### config.mk
export PLATFORM = sky130hd
export DESIGN_NAME = decode_stage
export DESIGN_NICKNAME = d
export VERILOG_FILES = /design/src/logic/decode_pkg.sv /design/src/logic/decode_stage.sv /design/src/logic/instr_decoder.sv /design/src/logic/reg_file_bypass.sv /design/src/logic/special_regs.sv
export SDC_FILE = /design/constraint.sdc
export NUM_CORES = 2
export LEC_CHECK = 0
export BUFFER_PORTS_ARGS = -buffer_cell sky130_fd_sc_hd__buf_4
export CAP_MARGIN = 0
export CORE_MARGIN = 2
export CORE_UTILIZATION = 50
export CTS_BUF_LIST = sky130_fd_sc_hd__clkbuf_16
export DETAILED_ROUTE_END_ITERATION = 6
export GPL_TIMING_DRIVEN = 0
export PLACE_DENSITY = 0.71
export SYNTH_ARGS = -nofsm -noshare
export SYNTH_HDL_FRONTEND = slang
export SYNTH_HIERARCHICAL = 1
export SYNTH_SLANG_ARGS = --single-unit
### constraint.sdc
create_clock -name clk -period 3.5 [get_ports clk]
set_clock_uncertainty 0.1 [all_clocks]
set_input_delay 0.35 -clock clk [delete_from_list [all_inputs] [get_ports clk]]
set_output_delay 0.35 -clock clk [all_outputs]
set_load 0.1 [all_outputs]
### src/logic/decode_pkg.sv
// shared types, opcodes and instruction field positions for the decode stage; import with decode_pkg::*
package decode_pkg;

	localparam int word_w = 32;

	typedef logic [word_w-1:0] word_t;
	typedef logic [4:0]        reg_idx_t;
	typedef logic [1:0]        flags_t;
	typedef logic [1:0]        alu_src_t;
	typedef logic [1:0]        result_sel_t;

	// opcode space, note RIN sits at the very top and 23..30 are unused
	typedef enum logic [4:0] {
		ADD  = 5'd0,
		ADDI,
		SUB,
		SUBI,
		AND,
		OR,
		XOR,
		NEG,
		SLL,
		SLR,
		SAR,
		LD,
		LDI,
		ST,
		STI,
		NOP  = 5'd15,
		BEQ  = 5'd16,
		BNE,
		BON,
		BNN,
		J,
		JR,
		JAL  = 5'd22,
		RIN  = 5'd31
	} opcode_t;

	// alu operand source
	localparam alu_src_t alu_src_imm  = 2'd0;
	localparam alu_src_t alu_src_reg2 = 2'd1;
	localparam alu_src_t alu_src_err  = 2'd3;

	// writeback source
	localparam result_sel_t result_alu = 2'd0;
	localparam result_sel_t result_mem = 2'd1;
	localparam result_sel_t result_pc  = 2'd2;
	localparam result_sel_t result_err = 2'd3;

	// registers with a special role
	localparam reg_idx_t reg_zero = 5'd0;
	localparam reg_idx_t reg_lr   = 5'd30;
	localparam reg_idx_t reg_fl   = 5'd31;

	// upper half of every jump target, where instruction memory starts
	localparam logic [15:0] imem_base = 16'h0600;

	// instruction fields
	localparam int op_msb      = 31;
	localparam int op_lsb      = 27;
	localparam int dst_msb     = 26;
	localparam int dst_lsb     = 22;
	localparam int src1_msb    = 21;
	localparam int src1_lsb    = 17;
	localparam int src2_msb    = 16;
	localparam int src2_lsb    = 12;
	localparam int imm_short_w = 12;
	localparam int imm_long_w  = 16;
	localparam int jump_w      = 14;

endpackage

### src/logic/decode_stage.sv
// decode stage top; ties the instruction decoder to the register file and the LR/FL registers
`timescale 1ns/1ps

module decode_stage import decode_pkg::*; (
	input  logic        clk,
	input  logic        rst_n,
	input  word_t       instr,
	input  logic        flush,
	// writeback port
	input  logic        reg_wrt_en,
	input  reg_idx_t    reg_wrt_sel,
	input  word_t       reg_wrt_data,
	// special register writes
	input  logic        lr_wrt_en,
	input  word_t       lr_wrt_data,
	input  logic        fl_wrt_en,
	input  flags_t      fl_wrt_data,
	// interrupt return
	input  logic        restore,
	input  word_t       lr_before_int,
	input  flags_t      fl_before_int,
	output word_t       reg_1_data,
	output word_t       reg_2_data,
	output word_t       imm,
	output word_t       lr,
	output flags_t      fl,
	output alu_src_t    alu_src,
	output opcode_t     alu_op,
	output logic        branch,
	output logic        jump,
	output logic        mem_wrt,
	output logic        mem_en,
	output result_sel_t result_sel,
	output logic        dst_wrt_en,
	output reg_idx_t    dst_sel,
	output reg_idx_t    src1_sel,
	output reg_idx_t    src2_sel,
	output logic        lr_read,
	output logic        lr_write,
	output logic        fl_read,
	output logic        fl_write
);

	instr_decoder decoder_inst (
		.instr      (instr),
		.flush      (flush),
		.imm        (imm),
		.alu_src    (alu_src),
		.alu_op     (alu_op),
		.branch     (branch),
		.jump       (jump),
		.mem_wrt    (mem_wrt),
		.mem_en     (mem_en),
		.result_sel (result_sel),
		.dst_wrt_en (dst_wrt_en),
		.dst_sel    (dst_sel),
		.src1_sel   (src1_sel),
		.src2_sel   (src2_sel),
		.lr_read    (lr_read),
		.lr_write   (lr_write),
		.fl_read    (fl_read),
		.fl_write   (fl_write)
	);

	// read indices come from the decoded source fields
	reg_file_bypass reg_file_inst (
		.clk      (clk),
		.rst_n    (rst_n),
		.rd1_sel  (src1_sel),
		.rd2_sel  (src2_sel),
		.wr_en    (reg_wrt_en),
		.wr_sel   (reg_wrt_sel),
		.wr_data  (reg_wrt_data),
		.rd1_data (reg_1_data),
		.rd2_data (reg_2_data)
	);

	special_regs special_regs_inst (
		.clk           (clk),
		.rst_n         (rst_n),
		.lr_wrt_en     (lr_wrt_en),
		.lr_wrt_data   (lr_wrt_data),
		.fl_wrt_en     (fl_wrt_en),
		.fl_wrt_data   (fl_wrt_data),
		.restore       (restore),
		.lr_before_int (lr_before_int),
		.fl_before_int (fl_before_int),
		.lr            (lr),
		.fl            (fl)
	);

endmodule

### src/logic/instr_decoder.sv
// combinational opcode decoder; turns one instruction into the immediate and the pipeline control strobes
`timescale 1ns/1ps

module instr_decoder import decode_pkg::*; (
	input  word_t       instr,
	input  logic        flush,
	output word_t       imm,
	output alu_src_t    alu_src,
	output opcode_t     alu_op,
	output logic        branch,
	output logic        jump,
	output logic        mem_wrt,
	output logic        mem_en,
	output result_sel_t result_sel,
	output logic        dst_wrt_en,
	output reg_idx_t    dst_sel,
	output reg_idx_t    src1_sel,
	output reg_idx_t    src2_sel,
	output logic        lr_read,
	output logic        lr_write,
	output logic        fl_read,
	output logic        fl_write
);

	opcode_t  op;
	reg_idx_t dst_field;
	reg_idx_t src1_field;
	reg_idx_t src2_field;
	word_t    imm_short;
	word_t    imm_long;
	word_t    jump_target;
	logic     lr_in1;
	logic     lr_in2;
	logic     fl_in1;
	logic     fl_in2;

	// a squashed instruction decodes exactly like a NOP
	assign op = flush ? NOP : opcode_t'(instr[op_msb:op_lsb]);

	assign dst_field  = instr[dst_msb:dst_lsb];
	assign src1_field = instr[src1_msb:src1_lsb];
	assign src2_field = instr[src2_msb:src2_lsb];

	// immediate forms
	assign imm_short   = {{(word_w-imm_short_w){instr[imm_short_w-1]}}, instr[imm_short_w-1:0]};
	assign imm_long    = {{(word_w-imm_long_w){1'b0}}, instr[imm_long_w-1:0]};
	// byte address, so two zero bits at the bottom
	assign jump_target = {imem_base, instr[jump_w-1:0], 2'b00};

	// source indices that point at LR or FL
	assign lr_in1 = (src1_field == reg_lr);
	assign lr_in2 = (src2_field == reg_lr);
	assign fl_in1 = (src1_field == reg_fl);
	assign fl_in2 = (src2_field == reg_fl);

	always_comb begin
		imm        = '0;
		alu_src    = alu_src_reg2;
		alu_op     = op;
		branch     = 1'b0;
		jump       = 1'b0;
		mem_wrt    = 1'b0;
		mem_en     = 1'b0;
		result_sel = result_alu;
		dst_wrt_en = 1'b0;
		dst_sel    = reg_zero;
		src1_sel   = src1_field;
		src2_sel   = src2_field;
		lr_read    = 1'b0;
		lr_write   = 1'b0;
		fl_read    = 1'b0;
		// most instructions update the flags
		fl_write   = 1'b1;

		case (op)
			// two register operands
			ADD, SUB, AND, OR, XOR, SLL, SLR, SAR: begin
				dst_wrt_en = 1'b1;
				dst_sel    = dst_field;
				lr_read    = lr_in1 || lr_in2;
				fl_read    = fl_in1 || fl_in2;
			end
			ADDI, SUBI: begin
				alu_src    = alu_src_imm;
				imm        = imm_short;
				dst_wrt_en = 1'b1;
				dst_sel    = dst_field;
				lr_read    = lr_in1;
				fl_read    = fl_in1;
			end
			NEG: begin
				dst_wrt_en = 1'b1;
				dst_sel    = dst_field;
				lr_read    = lr_in1;
				fl_read    = fl_in1;
			end
			LD: begin
				mem_en     = 1'b1;
				result_sel = result_mem;
				dst_wrt_en = 1'b1;
				dst_sel    = dst_field;
				lr_read    = lr_in1;
				fl_read    = fl_in1;
			end
			// absolute address, no base register
			LDI: begin
				alu_src    = alu_src_imm;
				imm        = imm_long;
				mem_en     = 1'b1;
				result_sel = result_mem;
				dst_wrt_en = 1'b1;
				dst_sel    = dst_field;
			end
			ST, STI: begin
				if (op == STI) begin
					alu_src = alu_src_imm;
					imm     = imm_long;
				end
				mem_en   = 1'b1;
				mem_wrt  = 1'b1;
				lr_read  = lr_in1;
				fl_read  = fl_in1;
				fl_write = 1'b0;
			end
			// conditional branches test the flags
			BEQ, BNE, BON, BNN: begin
				branch     = 1'b1;
				result_sel = result_pc;
				lr_read    = lr_in1;
				fl_read    = 1'b1;
				fl_write   = 1'b0;
			end
			J, JAL: begin
				alu_src    = alu_src_imm;
				jump       = 1'b1;
				imm        = jump_target;
				result_sel = result_pc;
				lr_write   = (op == JAL);
				fl_write   = 1'b0;
			end
			JR: begin
				jump       = 1'b1;
				result_sel = result_pc;
				lr_read    = lr_in1;
				fl_read    = fl_in1;
				fl_write   = 1'b0;
			end
			NOP, RIN: begin
				fl_write = 1'b0;
			end
			// unused opcode, flag it with all ones everywhere
			default: begin
				imm        = '1;
				alu_src    = alu_src_err;
				alu_op     = RIN;
				branch     = 1'b1;
				jump       = 1'b1;
				mem_wrt    = 1'b1;
				mem_en     = 1'b1;
				result_sel = result_err;
				dst_wrt_en = 1'b1;
				dst_sel    = '1;
				src1_sel   = '1;
				src2_sel   = '1;
				lr_read    = 1'b1;
				lr_write   = 1'b1;
				fl_read    = 1'b1;
				fl_write   = 1'b1;
			end
		endcase
	end

endmodule

### src/logic/reg_file_bypass.sv
// general register file with two read ports, one write port and same-cycle write bypass
`timescale 1ns/1ps

module reg_file_bypass import decode_pkg::*; (
	input  logic     clk,
	input  logic     rst_n,
	input  reg_idx_t rd1_sel,
	input  reg_idx_t rd2_sel,
	input  logic     wr_en,
	input  reg_idx_t wr_sel,
	input  word_t    wr_data,
	output word_t    rd1_data,
	output word_t    rd2_data
);

	// only 1..29 are real storage, 0/30/31 live elsewhere or read as zero
	word_t regs [reg_zero+1:reg_lr-1];
	logic  wr_ok;

	function automatic logic is_protected(reg_idx_t idx);
		return (idx == reg_zero) || (idx == reg_lr) || (idx == reg_fl);
	endfunction

	assign wr_ok = wr_en && !is_protected(wr_sel);

	always_ff @(posedge clk, negedge rst_n) begin
		if (!rst_n) begin
			for (int i = reg_zero + 1; i <= reg_lr - 1; i++) begin
				regs[i] <= '0;
			end
		end else if (wr_ok) begin
			regs[wr_sel] <= wr_data;
		end
	end

	// read ports, the bypass returns data being written this cycle
	always_comb begin
		if (is_protected(rd1_sel))
			rd1_data = '0;
		else if (wr_ok && (wr_sel == rd1_sel))
			rd1_data = wr_data;
		else
			rd1_data = regs[rd1_sel];
	end

	always_comb begin
		if (is_protected(rd2_sel))
			rd2_data = '0;
		else if (wr_ok && (wr_sel == rd2_sel))
			rd2_data = wr_data;
		else
			rd2_data = regs[rd2_sel];
	end

endmodule

### src/logic/special_regs.sv
// link and flag registers, written by later stages and restored on return from interrupt
`timescale 1ns/1ps

module special_regs import decode_pkg::*; (
	input  logic   clk,
	input  logic   rst_n,
	input  logic   lr_wrt_en,
	input  word_t  lr_wrt_data,
	input  logic   fl_wrt_en,
	input  flags_t fl_wrt_data,
	input  logic   restore,
	input  word_t  lr_before_int,
	input  flags_t fl_before_int,
	output word_t  lr,
	output flags_t fl
);

	// restore wins over a normal write in the same cycle
	always_ff @(posedge clk, negedge rst_n) begin
		if (!rst_n) begin
			lr <= '0;
			fl <= '0;
		end else if (restore) begin
			lr <= lr_before_int;
			fl <= fl_before_int;
		end else begin
			if (lr_wrt_en)
				lr <= lr_wrt_data;
			if (fl_wrt_en)
				fl <= fl_wrt_data;
		end
	end

endmodule

==> run summary <==
violated checks = setup timing
Seq/Total Area, Yosys = 44.9%
largest net degree at the start of global routing = 122
most frequent cells in the layout = mux2_2, dfrtp_1, buf_4
clock slew at reported path FFs = 0.07 ns
TritonRoute pass-1 iters = 6
final period utilization = 112%
Syn Area/Cell = 13.5 sq um
Most used DFF post-synth = dfrtp_1
hold_sp = reg_wrt_sel[0]
crit path DAT = 3.48 ns
Rel. slew slack = 11.0%
DRC violations left = 0
Skew-Pair Late Insertion Delay = 0.72 ns
asr flop ratio synth = 100%
Die ar. = 110000 sq um
P&R area growth vs syn = 30.0%
initial antenna violation count = 11
Avg WL per Cell = 37.8 microns
Hold Crit Depth = 3
first-pass GRT wire length = 321000 microns
Net Count, Synth = 4111
final hold viol count = 0
Distinct cells, synth = 68
Setup WS pre-CTS = -1.65 ns
reg2reg start = special_regs_inst/lr[17]
H-tree depth = 3
Core Util, Final = 65.3%
CTS Root Cell = clkbuf_16
fin area = 69700 sq um
Rows = 120
r2r endpoint = special_regs_inst/lr[17]
Clk pwr share = 27.8%
GRT overflow = 0
Max Fclk = 255 MHz
Critical Path Sink Type = output port
critical path class = in -> out
IO buf count = 301
Vias/cell = 7.05
status = finished, violations left
max-cap violations = 0
FF+latch count, synth = 962
slowest stage cell, crit path = mux4_2
core area = 107000 sq um
R2R cell count = 3
switching part of the total power = 34.5%
Setup violations, final = 64
Hold WC Path Type = in -> reg
number of routed nets with antenna violations = 0
CP bufs+invs = 8
Num CTS Buffers = 107
CP max stage delay = 0.41 ns
Critical Path Source = instr[28]
DRT iter0 DRCs = 6184
Most common cell on crit path = buf_12
layout cell share with drive strength beyond 1 = 56.3%
Placed Area = 59200 sq um
worst setup margin = -0.427 ns
Period minus WS final = 3.93 ns
Mapped Area = 53600 sq um
critical path's top delay family = buffers and inverters
Leak Pwr = 30.6 nW
Detail Placement HPWL = 155000 microns
worst reg-to-reg setup slack = 2.02 ns
DR vias = 43200
# clock sinks = 962
Critical Path RT = 3.05 ns
worst-path fanout max = 6
CTS tree = done
vias in the first global route = 42300
Post-synth EDFFs = 0
fin nets = 4784
I/O Pins = 307
power per cell area = 552 nW/um^2
Worst VDD drop = 461 uV
total power = 38.5 mW
Cell Int Power = 25.2 mW
RSZ-0062 raised after global routing = true
hold endpoint = reg_file_inst/regs[511]
Starting Density = 50.2%
final slew viol count = 0
Logic pwr share = 33.2%
slew at the pin with the worst max-slew slack = 1.33 ns
total track usage = 41.4%
warnings from Yosys = 6
Clock Path Buffers = 3
final RePlAce weighted congestion = 1.03
final wirelength = 232000 microns
WHS = 0.167 ns
sequential share of power = 38.9%
Psw = 13.3 mW
DIE WIDTH = 331 microns
Startpoint Class = primary input
Mapped Cells = 3967
Die H = 331 microns
most common cell after layout, fill and taps aside = mux2_2
crit-path cells = buf_8 > nand3_4 > xor2_4 > nor2_4 > buf_8 > or2_4 > buf_12 > buf_12 > buf_16 > buf_12 > buf_12 > mux4_2 > nand2_1 > nand2_1 > o211ai_1 > a31oi_4 > buf_12
how the worst max path moves through the flow:
stage	end	slack, ns	cells past startpoint
6_report	reg_2_data[25]	-0.43	17
5_1_grt	reg_2_data[30]	-0.43	14
4_1_cts	reg_2_data[30]	-0.30	16
3_5_place_dp	reg_1_data[9]	-1.65	15
3_3_place_gp	reg_file_inst/regs[398]	-9.67	1
2_1_floorplan	reg_2_data[21]	-0.30	13
flip-flops by register name, indices dropped and copies added (netlist names):
register,flops
reg_file_inst/regs,928
special_regs_inst/lr,32
special_regs_inst/fl,2
cells in the mapped netlist, types with 8 or more instances:
master	n	area share, %
a221oi_1	106	1.7
nor3_1	9	0.084
mux2_1	16	0.34
o211ai_1	31	0.43
dfrtp_1	962	45
buf_2	133	1.2
a21oi_1	21	0.20
buf_4	43	0.60
nand2_1	276	1.9
nand3_1	11	0.10
o2bb2ai_1	8	0.13
or2_2	13	0.15
nor2b_1	13	0.15
o21ai_0	34	0.32
xnor2_1	9	0.15
mux4_1	8	0.39
buf_1	44	0.31
mux4_2	329	14
nor2_1	119	0.83
clkbuf_1	198	1.4
a221o_1	37	0.69
a31oi_1	67	0.78
mux2_2	1065	22
a22oi_1	45	0.63
mux2i_1	149	2.8
buf_6	27	0.57
nand2b_1	13	0.15
o221ai_1	33	0.54
a22o_1	22	0.36
o21ai_1	32	0.30
logic make-up (layout without fill, tap and decap cells):
kind of cell    after synthesis  after routing  share of synthesized area, %
compound gates              477            477                          6.84
flops                       962            962                          44.9
mux                        1569           1569                          39.8
buf+inv                     460           1215                          4.40
xor+xnor                     12             12                         0.196
other cells                   0              5                             0
simple gates                487            487                          3.88
layout make-up:
cell class	count	area, sq um
fillers	7393	37100
multi-input cells	2545	30100
flip-flops and latches	962	24100
repair buffers	572	6380
plain buffers	445	4150
clock buffers	109	2730
well taps	1403	1760
clock inverters	82	475
inverters	7	33.8
diodes	5	12.5
stage by stage:
| step | instances | setup TNS, ns |
|---|---|---|
| 5_1_grt | 6125 | -18.10 |
| 6_report | 6130 | -16.55 |
| 3_3_place_gp | 5671 | -9258.18 |
| 2_1_floorplan | 3967 | -11.90 |
| 4_1_cts | 6078 | -13.15 |
| 3_5_place_dp | 5680 | -89.26 |
power groups by stage:
stage | clock network, mW | registers, mW | logic, mW
after global routing | 11.3 | 15.2 | 13.1
after floorplan | 0 | 14.7 | 7.43
after detailed placement | 0 | 15.0 | 10.5
after CTS | 10.8 | 14.8 | 12.1
final | 10.7 | 15.0 | 12.8
after global placement | 0 | 14.8 | 10.3
tightest hold or removal path: cells and delay by family:
family	cells	cell delay, ns
and+or+nand+nor	1	0.15
buffers and inverters	1	0.21
muxes	1	0.23
per-layer routing:
metal	vias up	GRT usage (%)	part of all wire, %
met5	-	0	0.018
met4	6	28.0	8.4
met3	923	18.9	15
met1	22300	51.4	35
li1	16500	-	-
met2	3527	57.7	42
repair_timing:
action | in CTS | in global routing
endpoints found under the setup margin | 64 | 64
setup buffers | 86 | 57
hold buffers | 109 | 0
resized for setup | 864 | 228
endpoints found under the hold margin | 179 | 0
gates cloned | 15 | 8
pin swaps | 135 | 156
Note: power is estimated with default switching activity, not from simulation.
